File: config.mk
export PLATFORM = sky130hd
export DESIGN_NAME = phy_registers
export DESIGN_NICKNAME = d
export VERILOG_FILES = /design/src/source/rn_cfg_pkg.sv /design/src/source/rn_uop_pkg.sv /design/src/source/phy_registers.sv
export SDC_FILE = /design/constraint.sdc
export NUM_CORES = 1
export LEC_CHECK = 0
export BUFFER_PORTS_ARGS = -buffer_cell sky130_fd_sc_hd__buf_2
export CAP_MARGIN = 20
export CORE_MARGIN = 2
export CORE_UTILIZATION = 49
export CTS_CLUSTER_DIAMETER = 150
export DETAILED_ROUTE_END_ITERATION = 10
export GPL_ROUTABILITY_DRIVEN = 0
export PLACE_DENSITY = 0.66
export SKIP_CTS_REPAIR_TIMING = 1
export SYNTH_ARGS = -nofsm -noshare
export SYNTH_HDL_FRONTEND = slang
export SYNTH_SLANG_ARGS = --single-unit
File: constraint.sdc
create_clock -name i_clk -period 3.2 [get_ports i_clk]
set_input_delay 0 -clock i_clk [delete_from_list [all_inputs] [get_ports i_clk]]
set_output_delay 0 -clock i_clk [all_outputs]
set_load 0.01 [all_outputs]
File: src/source/rn_cfg_pkg.sv
// Back end configuration: sizes, register bank type and index types.
package rn_cfg_pkg;

  // Data path width.
  localparam int XLEN_W = 32;

  // Architectural registers per bank.
  localparam int ARCH_REGS = 8;
  localparam int ARCH_W = 3;

  // Physical registers per bank.
  localparam int RNID_SIZE = 16;
  localparam int RNID_W = 4;

  // Write buses, ALU on bus 0 and multiplier on bus 1.
  localparam int TGT_BUS_SIZE = 2;

  // Read ports per bank.
  localparam int RD_PORT_SIZE = 2;

  // In-order issue queue.
  localparam int IQ_DEPTH = 8;

  // Client tag carried through to the write-back report.
  localparam int TAG_W = 4;

  typedef enum logic {
    GPR = 1'b0,
    FPR = 1'b1
  } reg_type_e;

  typedef logic [RNID_W-1:0] rnid_t;
  typedef logic [ARCH_W-1:0] arch_t;
  typedef logic [XLEN_W-1:0] data_t;

endpackage

File: src/source/rn_uop_pkg.sv
// Micro-op definitions: opcodes, pipeline structs and operand bank decode.
package rn_uop_pkg;

  import rn_cfg_pkg::*;

  typedef enum logic [2:0] {
    OP_ADD   = 3'd0,
    OP_SUB   = 3'd1,
    OP_XOR   = 3'd2,
    OP_LI    = 3'd3,
    OP_MUL   = 3'd4,
    OP_FADD  = 3'd5,
    OP_FMVXF = 3'd6,
    OP_FMVFX = 3'd7
  } opcode_e;

  // Micro-op as delivered by the client.
  typedef struct packed {
    logic             valid;
    logic [TAG_W-1:0] tag;
    opcode_e          opcode;
    arch_t            rd;
    arch_t            rs1;
    arch_t            rs2;
    logic [15:0]      imm;
  } uop_t;

  // Operation leaving the issue queue.
  typedef struct packed {
    logic             valid;
    logic [TAG_W-1:0] tag;
    opcode_e          opcode;
    reg_type_e        rd_type;
    arch_t            rd_arch;
    rnid_t            rd_rnid;
    rnid_t            old_rnid;
    logic [15:0]      imm;
  } issue_t;

  // One target bus. Tag, arch index and old mapping ride along for reporting and freeing.
  typedef struct packed {
    logic             valid;
    reg_type_e        rd_type;
    rnid_t            rd_rnid;
    data_t            rd_data;
    logic [TAG_W-1:0] tag;
    arch_t            rd_arch;
    rnid_t            old_rnid;
  } phy_wr_t;

  // Write-back report at the top level.
  typedef struct packed {
    logic             valid;
    logic [TAG_W-1:0] tag;
    reg_type_e        rd_type;
    arch_t            rd_arch;
    data_t            data;
  } wb_info_t;

  // Both sources always sit in the same bank.
  function automatic reg_type_e op_src_type(opcode_e op);
    return (op == OP_FADD || op == OP_FMVFX) ? FPR : GPR;
  endfunction

  function automatic reg_type_e op_dst_type(opcode_e op);
    return (op == OP_FADD || op == OP_FMVXF) ? FPR : GPR;
  endfunction

  function automatic logic op_uses_rs1(opcode_e op);
    return op != OP_LI;
  endfunction

  function automatic logic op_uses_rs2(opcode_e op);
    return !(op inside {OP_LI, OP_FMVXF, OP_FMVFX});
  endfunction

endpackage

File: src/source/phy_registers.sv
// Physical register bank with write-bus selection and combinational read ports.
`timescale 1ns/10ps

module phy_registers #(
  parameter rn_cfg_pkg::reg_type_e REG_TYPE = rn_cfg_pkg::GPR
) (
  input  logic                i_clk,
  input  logic                i_reset_n,
  input  rn_cfg_pkg::rnid_t   i_rd_rnid [rn_cfg_pkg::RD_PORT_SIZE],
  output rn_cfg_pkg::data_t   o_rd_data [rn_cfg_pkg::RD_PORT_SIZE],
  input  rn_uop_pkg::phy_wr_t i_phy_wr  [rn_cfg_pkg::TGT_BUS_SIZE]
);

  import rn_cfg_pkg::*;
  import rn_uop_pkg::*;

  data_t                   r_regs [RNID_SIZE];
  logic [TGT_BUS_SIZE-1:0] w_wr_valid;
  logic [RNID_SIZE-1:0]    w_we;
  logic [RNID_SIZE-1:0]    w_multi;
  data_t                   w_wdata [RNID_SIZE];

  // A bus only counts for this bank when its type matches.
  always_comb begin
    for (int w = 0; w < TGT_BUS_SIZE; w++) begin
      w_wr_valid[w] = i_phy_wr[w].valid && (i_phy_wr[w].rd_type == REG_TYPE);
    end
  end

  // Per register, pick the bus that carries its index.
  always_comb begin
    for (int r = 0; r < RNID_SIZE; r++) begin
      w_we[r]    = 1'b0;
      w_multi[r] = 1'b0;
      w_wdata[r] = '0;
      for (int w = 0; w < TGT_BUS_SIZE; w++) begin
        if (w_wr_valid[w] && (i_phy_wr[w].rd_rnid == RNID_W'(r))) begin
          w_multi[r] = w_multi[r] | w_we[r];
          w_we[r]    = 1'b1;
          w_wdata[r] = i_phy_wr[w].rd_data;
        end
      end
    end
    // GPR register 0 backs x0 and never takes a write.
    if (REG_TYPE == GPR) begin
      w_we[0]    = 1'b0;
      w_multi[0] = 1'b0;
    end
  end

  always_ff @(posedge i_clk or negedge i_reset_n) begin
    if (!i_reset_n) begin
      for (int r = 0; r < RNID_SIZE; r++) begin
        r_regs[r] <= '0;
      end
    end else begin
      for (int r = 0; r < RNID_SIZE; r++) begin
        if (w_we[r]) begin
          r_regs[r] <= w_wdata[r];
        end
      end
    end
  end

  always_comb begin
    for (int p = 0; p < RD_PORT_SIZE; p++) begin
      o_rd_data[p] = ((REG_TYPE == GPR) && (i_rd_rnid[p] == '0)) ? '0 : r_regs[i_rd_rnid[p]];
    end
  end

  // Rename hands out each register once, so the ALU and the multiplier never collide.
  a_no_dual_write : assert property (@(posedge i_clk) disable iff (!i_reset_n) w_multi == '0)
    else $error("two write buses target the same physical register");

endmodule

==> impl_metrics.env <==
export IMPL_status="complete, but fails checks"
export IMPL_violations="negative hold slack"
export IMPL_grt_start_max_net_pins=95
export IMPL_synth_edf_count=0
export IMPL_synth_top_area_share_pct=39.40
export IMPL_first_iter_violations=2876
export IMPL_synth_top_flop_cell="dfrtp_1"
export IMPL_cp_end_kind="primary output"
export IMPL_cts_root_buffer="clkbuf_16"
export IMPL_async_flop_share_pct=100.0
export IMPL_p_per_area_mw_per_mm2=611.0
export IMPL_setup_worst_path_start="i_rd_rnid[5]"
export IMPL_rows=91
export IMPL_reg_largest_list="r_regs (480)"
export IMPL_antenna_found_initial=4
export IMPL_ys_warn_count=0
export IMPL_hold_slack_ps=-41.53
export IMPL_wl_mm=108.2
export IMPL_cp_max_fo=25
export IMPL_drv_cap=0
export IMPL_drc=0
export IMPL_largest_register_ffs=480
export IMPL_min_path_type="input port to async pin"
export IMPL_setup_slack_ps=767.3
export IMPL_ys_ff_latch=480
export IMPL_vias_per_cell=6.516
export IMPL_synth_area_per_cell_sq_um=10.15
export IMPL_crit_arrival_ps=2430
export IMPL_rsz0062_at_grt="no"
export IMPL_grt_pass1_vias=24980
export IMPL_synth_cell_types=46
export IMPL_synth_top_cells_by_area="dfrtp_1, mux2i_1, mux4_2"
export IMPL_initial_utilization_pct=49.50
export IMPL_fmax_ghz=0.4111
export IMPL_finalCritPeriodShare_pct=76.02
export IMPL_fin_setup_tns_ps=0
export IMPL_cp_start_kind="input port"
export IMPL_worst_slew_pin_slew_ps=1155
export IMPL_peakVddDrop_uv=466.9
export IMPL_total_power_w=0.02120
export IMPL_cts_buffers=53
export IMPL_grt_ovfl_total=0
export IMPL_htree_levels=2
export IMPL_syn_nets=3112
export IMPL_io_buffer_count=149
export IMPL_required_ps=3200
export IMPL_syn_cell_area_sq_mm=0.03049
export IMPL_clk_latency_ps=610
export IMPL_r2r_start="r_regs[171]"
export IMPL_ios=172
export IMPL_ant_nets=0
export IMPL_die_h_um=253.4
export IMPL_regMostFlops="r_regs"
export IMPL_hold_viol=8
export IMPL_fin_skew_ps=0
export IMPL_netlist_instances=3004
export IMPL_cts_tree="built"
export IMPL_track_usage_pct=33.26
export IMPL_yosysTopAreaCell="dfrtp_1"
export IMPL_worstSetupPathType="input port to primary output"
export IMPL_layout_nets=3182
export IMPL_dr_pass1_iters=8
export IMPL_grt_first_pass_wirelength_mm=159.1
export IMPL_cellLeakagePower_nw=15.96
export IMPL_drv_slew=0
export IMPL_area_growth_pct=13.79
export IMPL_dieArea_sq_mm=0.06423
export IMPL_dp_slack_ps=914.8
export IMPL_layout_drive_gt1_share_pct=18.93
export IMPL_max_slew_margin_rel_pct=23.01
export IMPL_yosysSeqAreaShare_pct=39.40
export IMPL_dp_hpwl_mm=61.80
export IMPL_clkTransAtPathRegs_ps=60
export IMPL_cts_sinks=480
export IMPL_wire_per_inst_um=27.35
export IMPL_core_sq_mm=0.06160
export IMPL_finalCriticalPeriod_ps=2433
export IMPL_layout_commonest_cell="mux2i_1"
export IMPL_mostFrequentLayoutCells="mux2i_1, dfrtp_1, a21oi_1"
export IMPL_setup_viol=0
export IMPL_num_vias=25790
export IMPL_clock_tree_buffer_depth=3
export IMPL_die_w_um=253.4
==> report_power, final <==
part           internal (W)  switching, W
combinational       0.00315       0.00275
clock               0.00361       0.00267
sequential          0.00773       0.00129
==> metal layers <==
layer  up-vias  wire length (um)  global-route usage, %
li1      11120                 -                      -
met1     12870             43260                  44.87
met2      1459             49820                  51.98
met3       336              9871                  5.962
met4         0              5289                  15.99
met5         -                 0                      0
==> critical path, stage by stage <==
cell	delay, ps
buf_4	410
and2_1	990
a22oi_1	250
mux2i_1	190
o221ai_1	280
buf_2	250
==> stage by stage <==
stage               cells  utilization, %  area (sq um)
floorplan            3004               -         30490
global placement     3759           51.89         31960
detailed placement   3759           51.89         31960
CTS                  3857           54.72         33700
global route         3957           56.32         34690
finish               3958           56.32         34690
==> synth_stat cells (all sizes together), types with 20 or more instances <==
cell    instances
clkbuf        199
o211ai         20
o21ai         112
nor2          405
mux2          110
nor2b          41
a22oi          31
nand3          37
buf           116
o221ai         45
a221o          30
mux2i         577
nand2         163
mux4          128
a21oi         418
dfrtp         480
==> cell type report <==
class | instances | area, sq um
fill | 5283 | 26900
sequential | 480 | 12010
inverter | 4 | 15.01
tap | 837 | 1047
antenna | 4 | 10.01
clock inverter | 12 | 120.1
clock buffer | 86 | 1623
multi-input combinational | 2205 | 17130
timing repair buffer | 330 | 2741
==> path summary, 6_finish.rpt <==
kind	endpoint	slack, ps	cells past startpoint
worst max register to register	r_regs[171]	1810	3
worst max-delay path	o_rd_data[38]	770	6
worst min-delay path	r_regs[320]	-40	2
worst min register to register	r_regs[384]	580	2
min in group i_clk	r_regs[23]	130	3
max in group asynchronous	r_regs[337]	2190	3
==> cells by family (layout without fill, tap and decap cells) <==
kind of cell,count (synthesis),count (layout),synth area share [%]
mux,815,815,32.46
compound gates,707,707,13.72
simple gates,683,683,9.513
flops,480,480,39.40
buf+inv,319,432,4.908
other cells,0,4,0
Power figures use the tool's default switching activity.
