### src/source/rn_cfg_pkg.sv
// Back end configuration: sizes, register bank type and index types.
package rn_cfg_pkg;

  // Data path width.
  localparam int XLEN_W = 32;

  // Architectural registers per bank.
  localparam int ARCH_REGS = 8;
  localparam int ARCH_W = 3;

  // Physical registers per bank.
  localparam int RNID_SIZE = 16;
  localparam int RNID_W = 4;

  // Write buses, ALU on bus 0 and multiplier on bus 1.
  localparam int TGT_BUS_SIZE = 2;

  // Read ports per bank.
  localparam int RD_PORT_SIZE = 2;

  // In-order issue queue.
  localparam int IQ_DEPTH = 8;

  // Client tag carried through to the write-back report.
  localparam int TAG_W = 4;

  typedef enum logic {
    GPR = 1'b0,
    FPR = 1'b1
  } reg_type_e;

  typedef logic [RNID_W-1:0] rnid_t;
  typedef logic [ARCH_W-1:0] arch_t;
  typedef logic [XLEN_W-1:0] data_t;

endpackage

### src/source/rn_uop_pkg.sv
// Micro-op definitions: opcodes, pipeline structs and operand bank decode.
package rn_uop_pkg;

  import rn_cfg_pkg::*;

  typedef enum logic [2:0] {
    OP_ADD   = 3'd0,
    OP_SUB   = 3'd1,
    OP_XOR   = 3'd2,
    OP_LI    = 3'd3,
    OP_MUL   = 3'd4,
    OP_FADD  = 3'd5,
    OP_FMVXF = 3'd6,
    OP_FMVFX = 3'd7
  } opcode_e;

  // Micro-op as delivered by the client.
  typedef struct packed {
    logic             valid;
    logic [TAG_W-1:0] tag;
    opcode_e          opcode;
    arch_t            rd;
    arch_t            rs1;
    arch_t            rs2;
    logic [15:0]      imm;
  } uop_t;

  // Operation leaving the issue queue.
  typedef struct packed {
    logic             valid;
    logic [TAG_W-1:0] tag;
    opcode_e          opcode;
    reg_type_e        rd_type;
    arch_t            rd_arch;
    rnid_t            rd_rnid;
    rnid_t            old_rnid;
    logic [15:0]      imm;
  } issue_t;

  // One target bus. Tag, arch index and old mapping ride along for reporting and freeing.
  typedef struct packed {
    logic             valid;
    reg_type_e        rd_type;
    rnid_t            rd_rnid;
    data_t            rd_data;
    logic [TAG_W-1:0] tag;
    arch_t            rd_arch;
    rnid_t            old_rnid;
  } phy_wr_t;

  // Write-back report at the top level.
  typedef struct packed {
    logic             valid;
    logic [TAG_W-1:0] tag;
    reg_type_e        rd_type;
    arch_t            rd_arch;
    data_t            data;
  } wb_info_t;

  // Both sources always sit in the same bank.
  function automatic reg_type_e op_src_type(opcode_e op);
    return (op == OP_FADD || op == OP_FMVFX) ? FPR : GPR;
  endfunction

  function automatic reg_type_e op_dst_type(opcode_e op);
    return (op == OP_FADD || op == OP_FMVXF) ? FPR : GPR;
  endfunction

  function automatic logic op_uses_rs1(opcode_e op);
    return op != OP_LI;
  endfunction

  function automatic logic op_uses_rs2(opcode_e op);
    return !(op inside {OP_LI, OP_FMVXF, OP_FMVFX});
  endfunction

endpackage

### src/source/exec_units.sv
// Execution units: one-cycle ALU on bus 0 and two-stage multiplier on bus 1.
`timescale 1ns/10ps

module exec_units (
  input  logic                i_clk,
  input  logic                i_reset_n,
  input  rn_uop_pkg::issue_t  i_issue,
  input  rn_cfg_pkg::data_t   i_gpr_rd_data [rn_cfg_pkg::RD_PORT_SIZE],
  input  rn_cfg_pkg::data_t   i_fpr_rd_data [rn_cfg_pkg::RD_PORT_SIZE],
  output rn_uop_pkg::phy_wr_t o_phy_wr      [rn_cfg_pkg::TGT_BUS_SIZE]
);

  import rn_cfg_pkg::*;
  import rn_uop_pkg::*;

  data_t       w_src1;
  data_t       w_src2;
  data_t       w_alu_res;
  logic        w_is_mul;
  data_t       w_mul_lo;
  logic [15:0] w_mul_hi;

  logic        r_alu_vld;
  phy_wr_t     r_alu_wr;
  logic        r_mul1_vld;
  issue_t      r_mul1_op;
  data_t       r_mul1_lo;
  logic [15:0] r_mul1_hi;
  logic        r_mul2_vld;
  phy_wr_t     r_mul2_wr;

  function automatic phy_wr_t make_wr(issue_t op, data_t data);
    phy_wr_t wr;
    wr.valid    = op.valid;
    wr.rd_type  = op.rd_type;
    wr.rd_rnid  = op.rd_rnid;
    wr.rd_data  = data;
    wr.tag      = op.tag;
    wr.rd_arch  = op.rd_arch;
    wr.old_rnid = op.old_rnid;
    return wr;
  endfunction

  // Both banks are read at the same index; the opcode picks the bank.
  always_comb begin
    w_src1   = (op_src_type(i_issue.opcode) == FPR) ? i_fpr_rd_data[0] : i_gpr_rd_data[0];
    w_src2   = (op_src_type(i_issue.opcode) == FPR) ? i_fpr_rd_data[1] : i_gpr_rd_data[1];
    w_is_mul = (i_issue.opcode == OP_MUL);
  end

  always_comb begin
    case (i_issue.opcode)
      OP_ADD, OP_FADD:     w_alu_res = w_src1 + w_src2;
      OP_SUB:              w_alu_res = w_src1 - w_src2;
      OP_XOR:              w_alu_res = w_src1 ^ w_src2;
      OP_LI:               w_alu_res = {16'h0000, i_issue.imm};
      OP_FMVXF, OP_FMVFX:  w_alu_res = w_src1;
      default:             w_alu_res = '0;
    endcase
  end

  // Multiplier split: low half of b in stage 1, upper cross term folded in stage 2.
  always_comb begin
    w_mul_lo = w_src1 * {16'h0000, w_src2[15:0]};
    w_mul_hi = w_src1[15:0] * w_src2[31:16];
  end

  always_ff @(posedge i_clk or negedge i_reset_n) begin
    if (!i_reset_n) begin
      r_alu_vld  <= 1'b0;
      r_mul1_vld <= 1'b0;
      r_mul2_vld <= 1'b0;
    end else begin
      r_alu_vld  <= i_issue.valid && !w_is_mul;
      r_mul1_vld <= i_issue.valid && w_is_mul;
      r_mul2_vld <= r_mul1_vld;
    end
  end

  always_ff @(posedge i_clk) begin
    if (i_issue.valid && !w_is_mul) begin
      r_alu_wr <= make_wr(i_issue, w_alu_res);
    end
    if (i_issue.valid && w_is_mul) begin
      r_mul1_op <= i_issue;
      r_mul1_lo <= w_mul_lo;
      r_mul1_hi <= w_mul_hi;
    end
    if (r_mul1_vld) begin
      r_mul2_wr <= make_wr(r_mul1_op, r_mul1_lo + {r_mul1_hi, 16'h0000});
    end
  end

  always_comb begin
    o_phy_wr[0]       = r_alu_wr;
    o_phy_wr[0].valid = r_alu_vld;
    o_phy_wr[1]       = r_mul2_wr;
    o_phy_wr[1].valid = r_mul2_vld;
  end

endmodule

### config.mk
export PLATFORM = sky130hd
export DESIGN_NAME = exec_units
export DESIGN_NICKNAME = d
export VERILOG_FILES = /design/src/source/rn_cfg_pkg.sv /design/src/source/rn_uop_pkg.sv /design/src/source/exec_units.sv
export SDC_FILE = /design/constraint.sdc
export NUM_CORES = 2
export LEC_CHECK = 0
export BUFFER_PORTS_ARGS = -buffer_cell sky130_fd_sc_hd__buf_4
export CORE_MARGIN = 3
export CORE_UTILIZATION = 29
export DETAILED_ROUTE_END_ITERATION = 8
export GPL_TIMING_DRIVEN = 1
export PLACE_DENSITY = 0.45
export SYNTH_ARGS = -nofsm -noshare
export SYNTH_HDL_FRONTEND = slang
export SYNTH_SLANG_ARGS = --single-unit
### constraint.sdc
create_clock -name i_clk -period 2.65 [get_ports i_clk]
set_input_delay 0.265 -clock i_clk [delete_from_list [all_inputs] [get_ports i_clk]]
set_output_delay 0.265 -clock i_clk [all_outputs]
set_load 0.03 [all_outputs]
==> reports/results.tsv <==
stage	metric	value	unit
routing	Iter 0 DRT Violations	1440	
timing	Tcrit/Tclk final	227	%
routing	Via Count	22299	
timing	Max Slew Vio Count	0	
cts	Worst-Skew Late Latency	0.51	ns
cts	register clock-pin slew on the reported worst setup and hold paths	0.08	ns
finish	most common cell after layout, fill and taps aside	buf_4	
yosys	Synth async-reset ratio	1.84	%
setup_path	critical path arrival	6.25	ns
timing	PnR worst setup slack	-3.37	ns
timing	Worst Max-Slew Pin Slew	1.34	ns
setup_path	R2R Path Start	r_mul1_lo[17]$_DFFE_PP_	
finish	multi-input logic area	19500	µm²
yosys	Synth cell types	84	
global_routing	first-pass GRT wire length	157	mm
setup_path	CP delay by family, top	adder cells	
timing	min cycle time layout	6.02	ns
setup_path	critical path's largest stage delay	0.51	ns
die	Initial Util	29.5	%
routing	DRC viols	0	
routing	drt pass-1 iters	5	
yosys	Avg Cell Area, Syn	9.25	µm²
min_path	Hold Path Class	primary input to asynchronous set/reset pin	
cts	CTS Buf Count	17	
finish	design area	36400	µm²
die	core area	84400	µm²
timing	Setup violations, final	76	
placement	Final GP Congestion	0.959	
timing	RSZ-0062 raised after global routing	yes	
timing	Max-slew headroom	10.5	%
finish	register area	4880	µm²
yosys	register bit total from synthesis	163	
finish	NumNets Final	4271	
finish	Final Non-Filler Cells	4691	
placement	pre-CTS setup slack	-4.20	ns
yosys	Synth warnings	0	
setup_path	most repeated library cell on the critical path	fa_1	
placement	input/output buffers	263	
die	die area	89300	µm²
die	row cnt	106	
global_routing	vias in the first global route	23719	
placement	dpl cells	4553	
yosys	Seq/Total Area, Yosys	19.6	%
flow_run	Max-Cap Viols	0	
setup_path	Crit path buffers/inverters	11	
finish	share of layout cells above drive strength 1	36.4	%
routing	final WL	108	mm
finish	commonest non-fill, non-tap cells in the layout	815 x buf_4, 471 x inv_1, 375 x fa_1, 313 x nand2_1, 296 x nor2_1	
cts	# H-tree levels	4	
finish	fillcell total	8420	
yosys	Post-Syn Nets	3417	
placement	detailed placement HPWL	91.1	mm
placement	placed instance area	32700	µm²
timing	Hold Violations, Final	0	
global_routing	pin count of the biggest net entering global routing	61	
cts	CTS max path bufs	2	
cts	clock sink count	163	
die	Die Wd	299	µm
global_routing	All-Layer GR Usage	24.0	%
timing	fmax	0.166	GHz
run_status	failing checks	negative setup slack	
yosys	Synth Flop Type	edfxtp_1	
routing	Routed Antenna Nets	0	
yosys	EDFF count, synth	160	
yosys	Synth Instances	2689	
setup_path	CP startpoint	i_issue[30]	
finish	Syn-to-layout area delta	46.5	%
setup_path	Startpoint Class	primary input	
run_status	status	complete, but fails checks	
setup_path	crit-path max FO	6	
die	Die H	299	µm
global_routing	total grt overflow	0	
setup_path	Req. time, crit path	2.88	ns
global_routing	initial antenna violation count	1	
routing	Avg WL per Cell	23.1	µm
cts	CTS tree	done	
yosys	Post-Synthesis Cell Area	24900	µm²
die	Top Ports	264	
setup_path	Crit. End Element	flip-flop	
cts	Root Buffer	clkbuf_16	
setup_path	critical path class	primary input to flip-flop	
setup_path	Critical-path top delay cell	fa_1	
timing	Layout Skew	0.0374	ns
routing	drt via density	4.75	
path summary, 6_finish.rpt:
| path | end | slack, ns | cells past startpoint |
|---|---|---|---|
| setup / recovery | r_mul1_lo[23]$_DFFE_PP_ | -3.37 | 29 |
| hold / removal | r_alu_vld$_DFF_PN0_ | 0.09 | 2 |
| setup reg to reg | o_phy_wr[42]$_DFFE_PP_ | -0.14 | 11 |
| hold reg to reg | o_phy_wr[45]$_DFFE_PP_ | 0.42 | 0 |
| max in group asynchronous | r_mul1_vld$_DFF_PN0_ | 2.45 | 2 |
| min in group i_clk | o_phy_wr[62]$_DFFE_PP_ | 0.16 | 3 |
repair_timing:
action                                  CTS  global route
endpoints found under the setup margin   80            79
hold buffers                             17             0
resized for setup                       171           267
setup buffers                            26            63
endpoints found under the hold margin    35             0
gates cloned                              1             4
pin swaps                                38           135
metal layers:
layer | vias to the layer above | GRT usage [%] | part of all wire (%)
met3 | 151 | 3.55 | 6.1
met2 | 760 | 39.4 | 46
li1 | 10243 | - | -
met4 | 0 | 8.29 | 3.7
met5 | - | 0 | 0
met1 | 11145 | 32.2 | 44
registers in the layout, indices dropped and copies added, names as in the netlist:
signal	cells
r_mul1_vld	1
r_mul1_hi	16
r_alu_vld	1
o_phy_wr	96
r_mul2_vld	1
r_mul1_op	16
r_mul1_lo	32
layout make-up:
class,count,area share [%]
multi-input cells,1897,53.7
repair buffers,941,21.8
flip-flops and latches,163,13.4
inverters,523,5.52
well taps,1134,3.90
clock buffers,17,1.17
clock inverters,15,0.567
diodes,1,0.00687
synth_stat cells, types with 12 or more instances:
library cell	count	share of area [%]
a21o_1	33	1.0
a21oi_1	84	1.7
a31oi_1	19	0.48
and2_1	13	0.33
and3_1	12	0.30
clkbuf_1	84	1.3
clkinv_1	14	0.21
edfxtp_1	160	19
fa_1	386	31
ha_1	176	8.9
inv_1	501	7.6
mux2_2	12	0.54
mux2i_1	64	2.6
nand2_1	318	4.8
nand3_1	24	0.48
nor2_1	317	4.8
nor2b_1	12	0.30
nor3_1	22	0.44
o21ai_0	61	1.2
o21bai_1	16	0.48
xnor2_1	122	4.3
xor2_1	36	1.3
stage by stage:
stage               utilization [%]  setup TNS (ns)  hold slack [ns]
global placement               38.8         -206.15           0.0619
floorplan                         -         -158.07          -0.0306
global route                   43.2         -155.07           0.0832
CTS                            41.0         -139.76           0.0684
detailed placement             38.8         -204.32           0.0646
finish                         43.2         -144.55           0.0945
cell families after synthesis:
logic type	Yosys count	share of synthesized area, %
xor gates and xnor gates	158	5.57
adders and majority gates	562	39.9
and+or+nand+nor	766	12.8
DFF	163	19.6
AOI/OAI and AO/OA	328	8.87
buffers and inverters	629	9.68
muxes	83	3.51
Power is left out: the tool's default activity adds up to more than one toggle a clock period on the data nets, which glitch-free logic cannot reach.
