==> src/source/rn_cfg_pkg.sv <==
// Back end configuration: sizes, register bank type and index types.
package rn_cfg_pkg;

  // Data path width.
  localparam int XLEN_W = 32;

  // Architectural registers per bank.
  localparam int ARCH_REGS = 8;
  localparam int ARCH_W = 3;

  // Physical registers per bank.
  localparam int RNID_SIZE = 16;
  localparam int RNID_W = 4;

  // Write buses, ALU on bus 0 and multiplier on bus 1.
  localparam int TGT_BUS_SIZE = 2;

  // Read ports per bank.
  localparam int RD_PORT_SIZE = 2;

  // In-order issue queue.
  localparam int IQ_DEPTH = 8;

  // Client tag carried through to the write-back report.
  localparam int TAG_W = 4;

  typedef enum logic {
    GPR = 1'b0,
    FPR = 1'b1
  } reg_type_e;

  typedef logic [RNID_W-1:0] rnid_t;
  typedef logic [ARCH_W-1:0] arch_t;
  typedef logic [XLEN_W-1:0] data_t;

endpackage

==> src/source/rn_uop_pkg.sv <==
// Micro-op definitions: opcodes, pipeline structs and operand bank decode.
package rn_uop_pkg;

  import rn_cfg_pkg::*;

  typedef enum logic [2:0] {
    OP_ADD   = 3'd0,
    OP_SUB   = 3'd1,
    OP_XOR   = 3'd2,
    OP_LI    = 3'd3,
    OP_MUL   = 3'd4,
    OP_FADD  = 3'd5,
    OP_FMVXF = 3'd6,
    OP_FMVFX = 3'd7
  } opcode_e;

  // Micro-op as delivered by the client.
  typedef struct packed {
    logic             valid;
    logic [TAG_W-1:0] tag;
    opcode_e          opcode;
    arch_t            rd;
    arch_t            rs1;
    arch_t            rs2;
    logic [15:0]      imm;
  } uop_t;

  // Operation leaving the issue queue.
  typedef struct packed {
    logic             valid;
    logic [TAG_W-1:0] tag;
    opcode_e          opcode;
    reg_type_e        rd_type;
    arch_t            rd_arch;
    rnid_t            rd_rnid;
    rnid_t            old_rnid;
    logic [15:0]      imm;
  } issue_t;

  // One target bus. Tag, arch index and old mapping ride along for reporting and freeing.
  typedef struct packed {
    logic             valid;
    reg_type_e        rd_type;
    rnid_t            rd_rnid;
    data_t            rd_data;
    logic [TAG_W-1:0] tag;
    arch_t            rd_arch;
    rnid_t            old_rnid;
  } phy_wr_t;

  // Write-back report at the top level.
  typedef struct packed {
    logic             valid;
    logic [TAG_W-1:0] tag;
    reg_type_e        rd_type;
    arch_t            rd_arch;
    data_t            data;
  } wb_info_t;

  // Both sources always sit in the same bank.
  function automatic reg_type_e op_src_type(opcode_e op);
    return (op == OP_FADD || op == OP_FMVFX) ? FPR : GPR;
  endfunction

  function automatic reg_type_e op_dst_type(opcode_e op);
    return (op == OP_FADD || op == OP_FMVXF) ? FPR : GPR;
  endfunction

  function automatic logic op_uses_rs1(opcode_e op);
    return op != OP_LI;
  endfunction

  function automatic logic op_uses_rs2(opcode_e op);
    return !(op inside {OP_LI, OP_FMVXF, OP_FMVFX});
  endfunction

endpackage

==> src/source/rename_map.sv <==
// Rename stage: per-bank map table and circular free list of physical registers.
`timescale 1ns/10ps

module rename_map (
  input  logic                i_clk,
  input  logic                i_reset_n,
  input  rn_uop_pkg::uop_t    i_uop,
  output rn_cfg_pkg::rnid_t   o_rs1_rnid,
  output rn_cfg_pkg::rnid_t   o_rs2_rnid,
  output rn_cfg_pkg::rnid_t   o_rd_rnid,
  output rn_cfg_pkg::rnid_t   o_old_rnid,
  input  rn_uop_pkg::phy_wr_t i_phy_wr [rn_cfg_pkg::TGT_BUS_SIZE]
);

  import rn_cfg_pkg::*;
  import rn_uop_pkg::*;

  // Registers beyond the initial one-to-one mapping start out free.
  localparam int FL_DEPTH = RNID_SIZE - ARCH_REGS;
  localparam int FL_PTR_W = $clog2(FL_DEPTH);
  localparam int FL_CNT_W = FL_PTR_W + 1;

  rnid_t                   r_map  [2][ARCH_REGS];
  rnid_t                   r_fl   [2][FL_DEPTH];
  logic [FL_PTR_W-1:0]     r_head [2];
  logic [FL_PTR_W-1:0]     r_tail [2];
  logic [FL_CNT_W-1:0]     r_cnt  [2];

  reg_type_e               w_src_type;
  reg_type_e               w_dst_type;
  logic                    w_rd_x0;
  logic [1:0]              w_pop;
  logic [1:0]              w_empty;
  logic [TGT_BUS_SIZE-1:0] w_push     [2];
  logic [FL_PTR_W-1:0]     w_slot     [2][TGT_BUS_SIZE];
  logic [FL_CNT_W-1:0]     w_push_cnt [2];

  always_comb begin
    w_src_type = op_src_type(i_uop.opcode);
    w_dst_type = op_dst_type(i_uop.opcode);
    w_rd_x0    = (w_dst_type == GPR) && (i_uop.rd == '0);
    o_rs1_rnid = r_map[w_src_type][i_uop.rs1];
    o_rs2_rnid = r_map[w_src_type][i_uop.rs2];
    o_old_rnid = r_map[w_dst_type][i_uop.rd];
    // x0 keeps physical register 0 and takes nothing from the free list.
    o_rd_rnid  = w_rd_x0 ? '0 : r_fl[w_dst_type][r_head[w_dst_type]];
  end

  // Pops and pushes per bank, with pushes packed into consecutive slots.
  always_comb begin
    for (int b = 0; b < 2; b++) begin
      w_pop[b]      = i_uop.valid && !w_rd_x0 && (int'(w_dst_type) == b);
      w_empty[b]    = (r_cnt[b] == '0);
      w_push_cnt[b] = '0;
      for (int w = 0; w < TGT_BUS_SIZE; w++) begin
        w_push[b][w] = i_phy_wr[w].valid && (int'(i_phy_wr[w].rd_type) == b) &&
                       !((b == int'(GPR)) && (i_phy_wr[w].old_rnid == '0));
        w_slot[b][w] = r_tail[b] + w_push_cnt[b][FL_PTR_W-1:0];
        w_push_cnt[b] = w_push_cnt[b] + FL_CNT_W'(w_push[b][w]);
      end
    end
  end

  always_ff @(posedge i_clk or negedge i_reset_n) begin
    if (!i_reset_n) begin
      for (int b = 0; b < 2; b++) begin
        for (int a = 0; a < ARCH_REGS; a++) begin
          r_map[b][a] <= RNID_W'(a);
        end
        for (int f = 0; f < FL_DEPTH; f++) begin
          r_fl[b][f] <= RNID_W'(ARCH_REGS + f);
        end
        r_head[b] <= '0;
        r_tail[b] <= '0;
        r_cnt[b]  <= FL_CNT_W'(FL_DEPTH);
      end
    end else begin
      for (int b = 0; b < 2; b++) begin
        for (int w = 0; w < TGT_BUS_SIZE; w++) begin
          if (w_push[b][w]) begin
            r_fl[b][w_slot[b][w]] <= i_phy_wr[w].old_rnid;
          end
        end
        r_tail[b] <= r_tail[b] + w_push_cnt[b][FL_PTR_W-1:0];
        if (w_pop[b]) begin
          r_map[b][i_uop.rd] <= o_rd_rnid;
          r_head[b]          <= r_head[b] + 1'b1;
        end
        r_cnt[b] <= r_cnt[b] + w_push_cnt[b] - FL_CNT_W'(w_pop[b]);
      end
    end
  end

  // The client's outstanding limit keeps a free register available.
  a_fl_no_underflow : assert property (@(posedge i_clk) disable iff (!i_reset_n)
    (w_pop & w_empty) == '0)
    else $error("free list popped while empty");

endmodule

==> config.mk <==
export PLATFORM = sky130hd
export DESIGN_NAME = rename_map
export DESIGN_NICKNAME = d
export VERILOG_FILES = /design/src/source/rn_cfg_pkg.sv /design/src/source/rn_uop_pkg.sv /design/src/source/rename_map.sv
export SDC_FILE = /design/constraint.sdc
export NUM_CORES = 1
export LEC_CHECK = 0
export BUFFER_PORTS_ARGS = -buffer_cell sky130_fd_sc_hd__buf_2
export CORE_UTILIZATION = 30
export CTS_BUF_LIST = sky130_fd_sc_hd__clkbuf_16
export DETAILED_ROUTE_END_ITERATION = 10
export GPL_TIMING_DRIVEN = 0
export SYNTH_ARGS = -nofsm -noshare
export SYNTH_HDL_FRONTEND = slang
export SYNTH_SLANG_ARGS = --single-unit
==> constraint.sdc <==
create_clock -name i_clk -period 3.5 [get_ports i_clk]
set_input_delay 0.7 -clock i_clk [delete_from_list [all_inputs] [get_ports i_clk]]
set_output_delay 0.7 -clock i_clk [all_outputs]
set_load 0.05 [all_outputs]
==> flow_summary.toml <==
[sta]
clock-skew-final_ps = 7.50
fmax_mhz = 287
hold_viol = 0
setup_viol = 0
post-route-period-util_pct = 99.6
slew_headroom_pct = 33.1
finalMaxSlewViolations = 0
worst_pin_slew_ps = 996
post-route-min-period_ps = 3490

[clock_network]
clockBufferDepth = 2
path_clk_slew_ps = 60
htreeDepth = 4
cts_root_buffer = "clkbuf_16"
clkLatencyLatePin_ps = 430
cts_tree = "built"
hold_buffers = 0
clock-sinks = 140
numCtsBuffers = 17

[synth]
ys_types = 61
syn-num-nets = 998
netlist_area_mm2 = 0.00908
yosysWarnings = 0
synth_edf_count = 0
synth_cells = 855
yosys_register_bits = 140
synth_ff_type = "dfrtp_1"
synthArstFlopShare_pct = 100
syn_avg_cell_area_um2 = 10.6
yosysSeqAreaShare_pct = 39.4

[routing]
wire_per_inst_um = 20.6
drc = 0
drt-initial-drc-count = 929
firstDrtPassIters = 5
vias = 7410
ant_nets = 0
vias_per_cell = 5.63
drt-total-wl_um = 27200

[worst_setup_path]
critPathLaunchType = "primary input"
cp_top_family = "buffers and inverters"
reg2reg_depth = 5
crit_cells = 9
worst_ep_required_time_ps = 2800
rr_startpoint = "r_tail[5]$_DFF_PN0_"
path_max_fanout = 10
critical_path.max_stage_delay_ps = 530
critPathBufInv = 5
crit_type = "in2out"
end_kind = "primary output"
slowest_stage = "mux4_2"
cp-endpoint = "o_rs2_rnid[0]"
r2r_slack_ps = 1090
cp_cell_sequence = "buf_2, buf_6, buf_4, nand2_2, buf_6, mux2i_1, mux4_2, mux2i_2, buf_4"
worstSetupStartpoint = "i_uop[27]"
critPathArrivalTime_ps = 2790
r2r-end = "r_fl[44]$_DFF_PN0_"

[global_routing]
grt_pass1_wl_um = 42800
grt_max_degree = 90
grt_pass1_vias = 7186
antenna_found_initial = 0
grt_overflow_total = 0
grt_usage_pct = 18.1

[final_layout]
drive_above_1_share_pct = 33.7
final_nets = 1057
fin_util_pct = 36.3
fill_cells = 2938
syn_to_final_growth_pct = 18.9
diodes = 0
design_area_mm2 = 0.0108

[placement]
dp_hpwl_um = 19300
dpl-instance-area_mm2 = 0.00984
port_buffers = 34
gp_congestion = 0.862

[flow_run]
maxCapViolCount = 0

[power]
vdd_drop_max_v = 0.000381
p_leak_nw = 4.23
powerDensity_mw_per_mm2 = 890

[floorplanning]
core_area_mm2 = 0.0297
die-width_um = 176
die-area_mm2 = 0.0310
io-pin-count = 149
initial_core_util_pct = 30.6
num_rows = 63
die_y_um = 176

[outcome]
status = "finished, final reports clean"

[worst_hold_path]
hold_path_class = "in2async"
-- cell usage after synthesis, types with 21 or more instances --
master      n  share of area [%]
clkbuf_1   43                1.8
nand3_1    25                1.4
a21oi_1    25                1.4
nor2_1     22               0.91
mux2i_1    78                8.6
nand2_1   120                5.0
o211ai_1   21                1.7
o21ai_0    27                1.5
mux4_2     36                8.9
o41ai_1    29                2.8
mux2_2     67                8.3
dfrtp_1    76                 21
nor3_1     29                1.6
dfstp_2    64                 19
-- sequential cells by signal (all words and copies together), names as in the netlist --
register and cells:
r_fl 64, r_head 6, r_map 64, r_tail 6
-- stage by stage --
stage / cells / setup slack [ps] / hold slack (ps) / setup TNS, ps / total power, W
6_report: 1317 / 14.9 / 204 / 0 / 0.00961
5_1_grt: 1317 / -53.7 / 238 / -175 / 0.0102
4_1_cts: 1314 / 1.26 / 220 / 0 / 0.00946
3_5_place_dp: 1280 / -534 / 470 / -5900 / 0.00734
3_3_place_gp: 1279 / -792 / 467 / -36660 / 0.00723
2_1_floorplan: 855 / -9.33 / 404 / -9.33 / 0.00617
-- worst min-delay path by stage --
stage	from	endpoint	slack, ps	cells past startpoint
after global placement	r_map[21]$_DFFE_PN1P_	r_map[21]$_DFFE_PN1P_	470	2
final	i_reset_n	r_map[30]$_DFFE_PN0P_	200	1
after detailed placement	r_map[61]$_DFFE_PN0P_	r_map[61]$_DFFE_PN0P_	470	1
after floorplan	i_reset_n	r_fl[12]$_DFF_PN0_	400	0
after CTS	i_reset_n	r_map[26]$_DFFE_PN0P_	220	1
after global routing	i_reset_n	r_map[26]$_DFFE_PN0P_	240	1
-- cell families after synthesis --
group | count (synthesis) | share of synthesized area (%)
buf+inv | 87 | 4.26
fa+ha+maj | 10 | 1.54
simple gates | 260 | 14.0
mux | 181 | 25.8
flops | 140 | 39.4
compound gates | 167 | 13.9
xor+xnor | 10 | 1.05
-- report_power, final --
part           switching [W]  internal (W)
Clock               0.000735       0.00110
Sequential          0.000638       0.00261
Combinational        0.00260       0.00192
Total                0.00397       0.00564
-- per-layer routing --
layer | global-route usage [%] | part of all wire [%]
met1 | 25.6 | 45
met2 | 27.5 | 46
met3 | 3.53 | 6.4
met4 | 6.12 | 2.1
met5 | 0 | 0
-- cell type report --
class	count	area, um^2	share of cell area, %
tap	390	488	4.52
buffer	69	393	3.64
sequential	140	3580	33.2
inverter	13	52.6	0.487
multi-input combinational	628	5370	49.7
clock buffer	17	425	3.94
timing repair buffer	45	332	3.07
clock inverter	15	159	1.47
-- placed cells by master (no fill, tap or decap), drive strengths merged, types with 3 or more instances in the layout --
| master | n |
|---|---|
| or3 | 8 |
| nand2b | 5 |
| mux4 | 36 |
| xnor2 | 5 |
| o22ai | 4 |
| o2111ai | 15 |
| and2 | 5 |
| clkbuf | 58 |
| o21ai | 28 |
| xor2 | 5 |
| a21oi | 27 |
| nor2b | 11 |
| a22oi | 8 |
| bufinv | 3 |
| inv | 14 |
| clkinvlp | 5 |
| or4 | 6 |
| dfstp | 64 |
| nor4 | 13 |
| nand4 | 3 |
| o31ai | 17 |
| ha | 8 |
| mux2i | 78 |
| nand3 | 25 |
| nor3 | 29 |
| nor2 | 23 |
| nand2 | 121 |
| dfrtp | 76 |
| a21boi | 3 |
| and3 | 6 |
| mux2 | 67 |
| a221oi | 3 |
| buf | 73 |
| o211ai | 21 |
| clkinv | 6 |
| o41ai | 30 |
-- repair_timing --
| action | 4_1_cts | 5_1_grt |
|---|---|---|
| endpoints found under the hold margin | 0 | 0 |
| resized for setup | 42 | 39 |
| pin swaps | 10 | 9 |
| endpoints found under the setup margin | 16 | 15 |
| buffers inserted | 6 | 4 |
(Power assumes the default switching activity.)
