**config.mk**
```make
export PLATFORM = sky130hd
export DESIGN_NAME = issue_ctrl
export DESIGN_NICKNAME = d
export VERILOG_FILES = /design/src/source/rn_cfg_pkg.sv /design/src/source/rn_uop_pkg.sv /design/src/source/issue_ctrl.sv
export SDC_FILE = /design/constraint.sdc
export NUM_CORES = 1
export LEC_CHECK = 0
export ABC_AREA = 1
export BUFFER_PORTS_ARGS = -buffer_cell sky130_fd_sc_hd__clkbuf_2
export CAP_MARGIN = 15
export CELL_PAD_IN_SITES_DETAIL_PLACEMENT = 0
export CELL_PAD_IN_SITES_GLOBAL_PLACEMENT = 1
export CORE_MARGIN = 2
export CORE_UTILIZATION = 46
export CTS_CLUSTER_SIZE = 10
export DETAILED_ROUTE_END_ITERATION = 10
export PLACE_DENSITY_LB_ADDON = 0.1
export SETUP_SLACK_MARGIN = 0.2
export SYNTH_ARGS = -nofsm -noshare
export SYNTH_HDL_FRONTEND = slang
export SYNTH_SLANG_ARGS = --single-unit
```
**constraint.sdc**
```tcl
create_clock -name i_clk -period 3.37 [get_ports i_clk]
set_input_delay 0.1685 -clock i_clk [delete_from_list [all_inputs] [get_ports i_clk]]
set_output_delay 0.1685 -clock i_clk [all_outputs]
set_load 0.01 [all_outputs]
```
**src/source/rn_cfg_pkg.sv**
```systemverilog
// Back end configuration: sizes, register bank type and index types.
package rn_cfg_pkg;

  // Data path width.
  localparam int XLEN_W = 32;

  // Architectural registers per bank.
  localparam int ARCH_REGS = 8;
  localparam int ARCH_W = 3;

  // Physical registers per bank.
  localparam int RNID_SIZE = 16;
  localparam int RNID_W = 4;

  // Write buses, ALU on bus 0 and multiplier on bus 1.
  localparam int TGT_BUS_SIZE = 2;

  // Read ports per bank.
  localparam int RD_PORT_SIZE = 2;

  // In-order issue queue.
  localparam int IQ_DEPTH = 8;

  // Client tag carried through to the write-back report.
  localparam int TAG_W = 4;

  typedef enum logic {
    GPR = 1'b0,
    FPR = 1'b1
  } reg_type_e;

  typedef logic [RNID_W-1:0] rnid_t;
  typedef logic [ARCH_W-1:0] arch_t;
  typedef logic [XLEN_W-1:0] data_t;

endpackage

```
**src/source/rn_uop_pkg.sv**
```systemverilog
// Micro-op definitions: opcodes, pipeline structs and operand bank decode.
package rn_uop_pkg;

  import rn_cfg_pkg::*;

  typedef enum logic [2:0] {
    OP_ADD   = 3'd0,
    OP_SUB   = 3'd1,
    OP_XOR   = 3'd2,
    OP_LI    = 3'd3,
    OP_MUL   = 3'd4,
    OP_FADD  = 3'd5,
    OP_FMVXF = 3'd6,
    OP_FMVFX = 3'd7
  } opcode_e;

  // Micro-op as delivered by the client.
  typedef struct packed {
    logic             valid;
    logic [TAG_W-1:0] tag;
    opcode_e          opcode;
    arch_t            rd;
    arch_t            rs1;
    arch_t            rs2;
    logic [15:0]      imm;
  } uop_t;

  // Operation leaving the issue queue.
  typedef struct packed {
    logic             valid;
    logic [TAG_W-1:0] tag;
    opcode_e          opcode;
    reg_type_e        rd_type;
    arch_t            rd_arch;
    rnid_t            rd_rnid;
    rnid_t            old_rnid;
    logic [15:0]      imm;
  } issue_t;

  // One target bus. Tag, arch index and old mapping ride along for reporting and freeing.
  typedef struct packed {
    logic             valid;
    reg_type_e        rd_type;
    rnid_t            rd_rnid;
    data_t            rd_data;
    logic [TAG_W-1:0] tag;
    arch_t            rd_arch;
    rnid_t            old_rnid;
  } phy_wr_t;

  // Write-back report at the top level.
  typedef struct packed {
    logic             valid;
    logic [TAG_W-1:0] tag;
    reg_type_e        rd_type;
    arch_t            rd_arch;
    data_t            data;
  } wb_info_t;

  // Both sources always sit in the same bank.
  function automatic reg_type_e op_src_type(opcode_e op);
    return (op == OP_FADD || op == OP_FMVFX) ? FPR : GPR;
  endfunction

  function automatic reg_type_e op_dst_type(opcode_e op);
    return (op == OP_FADD || op == OP_FMVXF) ? FPR : GPR;
  endfunction

  function automatic logic op_uses_rs1(opcode_e op);
    return op != OP_LI;
  endfunction

  function automatic logic op_uses_rs2(opcode_e op);
    return !(op inside {OP_LI, OP_FMVXF, OP_FMVFX});
  endfunction

endpackage

```
**src/source/issue_ctrl.sv**
```systemverilog
// Issue control: in-order issue queue, busy table and source hazard check.
`timescale 1ns/10ps

module issue_ctrl (
  input  logic                i_clk,
  input  logic                i_reset_n,
  input  rn_uop_pkg::uop_t    i_uop,
  output rn_uop_pkg::uop_t    o_ren_uop,
  input  rn_cfg_pkg::rnid_t   i_ren_rs1,
  input  rn_cfg_pkg::rnid_t   i_ren_rs2,
  input  rn_cfg_pkg::rnid_t   i_ren_rd,
  input  rn_cfg_pkg::rnid_t   i_ren_old,
  output rn_cfg_pkg::rnid_t   o_rd_rnid [rn_cfg_pkg::RD_PORT_SIZE],
  output rn_uop_pkg::issue_t  o_issue,
  input  rn_uop_pkg::phy_wr_t i_phy_wr  [rn_cfg_pkg::TGT_BUS_SIZE]
);

  import rn_cfg_pkg::*;
  import rn_uop_pkg::*;

  localparam int PTR_W = $clog2(IQ_DEPTH);
  localparam int CNT_W = PTR_W + 1;

  // Queue entry keeps the renamed sources next to the issued fields.
  typedef struct packed {
    issue_t op;
    rnid_t  rs1;
    rnid_t  rs2;
  } iq_entry_t;

  iq_entry_t                  r_iq [IQ_DEPTH];
  logic [PTR_W-1:0]           r_wptr;
  logic [PTR_W-1:0]           r_rptr;
  logic [CNT_W-1:0]           r_count;
  logic [1:0][RNID_SIZE-1:0]  r_busy;

  iq_entry_t  w_new;
  iq_entry_t  w_head;
  reg_type_e  w_head_src;
  logic       w_enq;
  logic       w_deq;
  logic       w_rs1_busy;
  logic       w_rs2_busy;
  logic       w_set_busy;

  // Rename sees the micro-op in the cycle it arrives.
  assign o_ren_uop = i_uop;

  always_comb begin
    w_enq           = i_uop.valid;
    w_new.op.valid  = 1'b1;
    w_new.op.tag    = i_uop.tag;
    w_new.op.opcode = i_uop.opcode;
    w_new.op.rd_type  = op_dst_type(i_uop.opcode);
    w_new.op.rd_arch  = i_uop.rd;
    w_new.op.rd_rnid  = i_ren_rd;
    w_new.op.old_rnid = i_ren_old;
    w_new.op.imm      = i_uop.imm;
    w_new.rs1 = i_ren_rs1;
    w_new.rs2 = i_ren_rs2;
    // GPR register 0 is never busy.
    w_set_busy = w_enq && !((w_new.op.rd_type == GPR) && (i_ren_rd == '0));
  end

  // Head issues once both of its sources have been written.
  always_comb begin
    w_head     = r_iq[r_rptr];
    w_head_src = op_src_type(w_head.op.opcode);
    w_rs1_busy = op_uses_rs1(w_head.op.opcode) && r_busy[w_head_src][w_head.rs1];
    w_rs2_busy = op_uses_rs2(w_head.op.opcode) && r_busy[w_head_src][w_head.rs2];
    w_deq      = (r_count != '0) && !w_rs1_busy && !w_rs2_busy;
    o_issue       = w_head.op;
    o_issue.valid = w_deq;
    o_rd_rnid[0]  = w_head.rs1;
    o_rd_rnid[1]  = w_head.rs2;
  end

  always_ff @(posedge i_clk or negedge i_reset_n) begin
    if (!i_reset_n) begin
      r_wptr  <= '0;
      r_rptr  <= '0;
      r_count <= '0;
    end else begin
      if (w_enq) begin
        r_wptr <= r_wptr + 1'b1;
      end
      if (w_deq) begin
        r_rptr <= r_rptr + 1'b1;
      end
      r_count <= r_count + CNT_W'(w_enq) - CNT_W'(w_deq);
    end
  end

  always_ff @(posedge i_clk) begin
    if (w_enq) begin
      r_iq[r_wptr] <= w_new;
    end
  end

  // Bus writes clear, a new destination sets.
  always_ff @(posedge i_clk or negedge i_reset_n) begin
    if (!i_reset_n) begin
      r_busy <= '0;
    end else begin
      for (int w = 0; w < TGT_BUS_SIZE; w++) begin
        if (i_phy_wr[w].valid) begin
          r_busy[i_phy_wr[w].rd_type][i_phy_wr[w].rd_rnid] <= 1'b0;
        end
      end
      if (w_set_busy) begin
        r_busy[w_new.op.rd_type][w_new.op.rd_rnid] <= 1'b1;
      end
    end
  end

  // Relies on the client keeping at most eight micro-ops outstanding.
  a_iq_no_overflow : assert property (@(posedge i_clk) disable iff (!i_reset_n)
    ((r_count == CNT_W'(IQ_DEPTH)) && !w_deq) |-> !i_uop.valid)
    else $error("issue queue overflow");

endmodule

```
==> results.toml <==
[floorplan]
num_io_pins = 226
die_height_um = 195
die_width_um = 195
fp.coreArea_um2 = 35700
initial_core_util = 0.468
rows = 69
die_area_um2 = 37800

[critical_path]
crit_path_max_incr_delay_ns = 0.56
worstSetupStartpointType = "flip-flop"
crit_path_top_delay_cell = "dfrtp_4"
critPathRequiredTime_ns = 3.20
crit_top_cell = "nand3_2"
critical_path.n_buffers_inverters = 7
worst-setup-path-type = "flip-flop to output port"
worstPathArrival_ns = 2.99
cp_top_family = "buffers and inverters"
cp_cell_instances = "buf_12 > buf_16 > o21ai_2 > o21ai_2 > o21ai_4 > buf_12 > nand3_2 > nand3_1 > nand3_2 > nand3b_1 > nand3_2 > nand3_2 > inv_2 > buf_4 > buf_4 > buf_6"
worstPathMaxFanout = 8
nature_of_the_critical_path_endpoint = "output port"

[final_layout]
finalCoreUtilization = 0.567
num-fill-cells = 3085
nNetsFinal = 1798
drive_above_1_share = 0.218
finished_cell_area_um2 = 20200
register_area_um2 = 11400
antennaDiodeCount = 0
multiInputGateArea_um2 = 4750
syn2layout_area_growth_pct = 21.2

[sta]
timing.final.ws_setup_ns = 0.213
timing.slew.headroom = 0.338
final_min_period_over_clock_period = 0.937
finalClockSkew_ns = 0.0161
report.final.hold_viol_count = 0
hold-worst-slack_ns = 0.0205
worst_pin_slew_ns = 0.986
report.final.slew_viol_count = 0
post-route-min-period_ns = 3.16
report.final.setup_viol = 0
unrepaired_setup_endpoints_after_global_routing = "true"
setup-tns-final_ns = 0
fmax_mhz = 317

[power_and_ir_drop]
peakVddDrop_mv = 0.669
leak_pwr_nw = 7.59
power.density_cell_area_nw_per_um2 = 923

[clocking]
clkSinkCount = 386
cts.htree.levels = 2
worst_path_clk_slew_ns = 0.06
cts_made_buffers = 45
cts-root-to-sink-buffers = 3
clkLatencyLatePin_ns = 0.54
tritoncts_clock_tree = "built"
cts_root_buf = "clkbuf_16"

[synth]
mappedNetlistNets = 1611
synth.ff_latch_count = 386
synth_enable_flop_cells = 344
postSynthAreaPerCell_um2 = 11.5
seq_area_frac_synth = 0.682
post_synth_instance_area_um2 = 16700
most_frequent_cells_after_synthesis = "edfxtp_1, nor2_1, o21ai_0"
synth_top_cell_area_share = 0.619
postSynth.asyncResetShare = 0.109
synthTopCellsByArea = "edfxtp_1, nor2_1, dfrtp_1"
dominant_cell_by_count_in_the_synthesized_netlist = "edfxtp_1"
netlist_instances = 1454
cell_type_with_the_highest_aggregate_area_in_the_netlist = "edfxtp_1"
synth-warning-count = 0
synth_cell_type_count = 39
synthFlopType = "edfxtp_1"

[global_routing]
grt_use_total = 0.222
antenna_found_initial = 0
grt_pass1_vias = 11323
grt_max_degree = 83
grt_pass1_wl_mm = 65.2
grt.overflow.total = 0

[placement]
place_hpwl_mm = 24.2
finalWeightedCongestion = 0.863
dpl-instance-area_um2 = 17800
io_buffer_count = 127
dpl_worst_slack_ns = 0.0748

[routing]
drc = 0
via_count = 11609
drtAntennaViolNets = 0
first_iter_violations = 869
drt-total-wl_mm = 42.5
via_per_inst = 5.48
drtPass1Iterations = 5
routed_wire_length_per_instance_um = 20.1

[min_path]
worstHoldPathType = "input pin to flip-flop"

[run]
number_of_max_cap_violations = 0

[run_status]
status = "completed"
==> metrics by stage <==
| stage | power [mW] | std cells |
|---|---|---|
| 5_1_grt | 19.8 | 2119 |
| 3_5_place_dp | 13.0 | 1988 |
| 4_1_cts | 18.2 | 2113 |
| 6_report | 18.7 | 2119 |
| 2_1_floorplan | 10.7 | 1454 |
| 3_3_place_gp | 13.0 | 1988 |
==> logic make-up after synthesis <==
logic type               share of synthesized area
flip-flops                                   0.682
adder cells (fa/ha/maj)                    0.00644
buffers and inverters                       0.0588
AND/OR/NAND/NOR                              0.144
AO/OA/AOI/OAI                                0.107
XOR/XNOR                                   0.00210
==> layout make-up <==
cell class | instances | area share
Tap cell | 461 | 0.0285
Inverter | 83 | 0.0168
Clock buffer | 61 | 0.0602
Clock inverter | 3 | 0.00254
Timing Repair Buffer | 247 | 0.0944
Sequential cell | 386 | 0.563
Multi-Input combinational cell | 878 | 0.235
==> registers in the layout, indices dropped and copies added, names as in the netlist <==
signal / cells
r_wptr: 3
r_busy: 32
r_rptr: 3
r_count: 4
r_iq: 344
==> metal layers <==
| layer | global-route usage | up-vias | share of wire |
|---|---|---|---|
| li1 | - | 5525 | - |
| met1 | 0.318 | 5664 | 0.46 |
| met2 | 0.355 | 344 | 0.47 |
| met3 | 0.0309 | 76 | 0.049 |
| met4 | 0.0615 | 0 | 0.022 |
| met5 | 0 | - | 0 |
==> what timing repair did <==
item,4_1_cts,5_1_grt
buffers inserted,17,4
hold buffers,41,0
endpoints found under the hold margin,340,0
cloned,3,2
setup endpoints to repair,23,18
resized for setup,54,62
pin swaps,25,36
==> worst paths after layout <==
check	startpoint	endpoint	slack, ns	depth (start not counted)
min in group asynchronous	i_reset_n	r_busy[15]	0.27	2
setup reg to reg	r_rptr[0]	r_count[2]	0.22	21
hold / removal	i_uop[25]	r_iq[5][36]	0.02	1
max in group asynchronous	i_reset_n	r_busy[5]	2.42	3
hold reg to reg	r_busy[25]	r_busy[25]	0.54	2
setup / recovery	r_rptr[0]	o_issue[35]	0.21	16
==> placed cells by master (no fill, tap or decap), drive strengths merged, types with 9 or more instances in the layout <==
cell / synthesis / final
inv: 82 / 81
a31oi: 34 / 34
dfrtp: 42 / 42
nor2: 286 / 286
buf: 71 / 79
nand3: 102 / 102
dlygate4sd3: 0 / 41
o221ai: 9 / 9
edfxtp: 344 / 344
clkbuf: 38 / 187
o21ai: 206 / 206
o211ai: 14 / 14
nand2: 131 / 133
o22ai: 44 / 44
nand3b: 16 / 16
==> where the power goes <==
group,switching (mW),internal (mW),total [mW]
clock network,1.75,2.56,4.31
logic,5.07,3.25,8.31
registers,0.208,5.84,6.05
total,7.03,11.6,18.7
No activity file was read; power rests on OpenSTA's default activity.
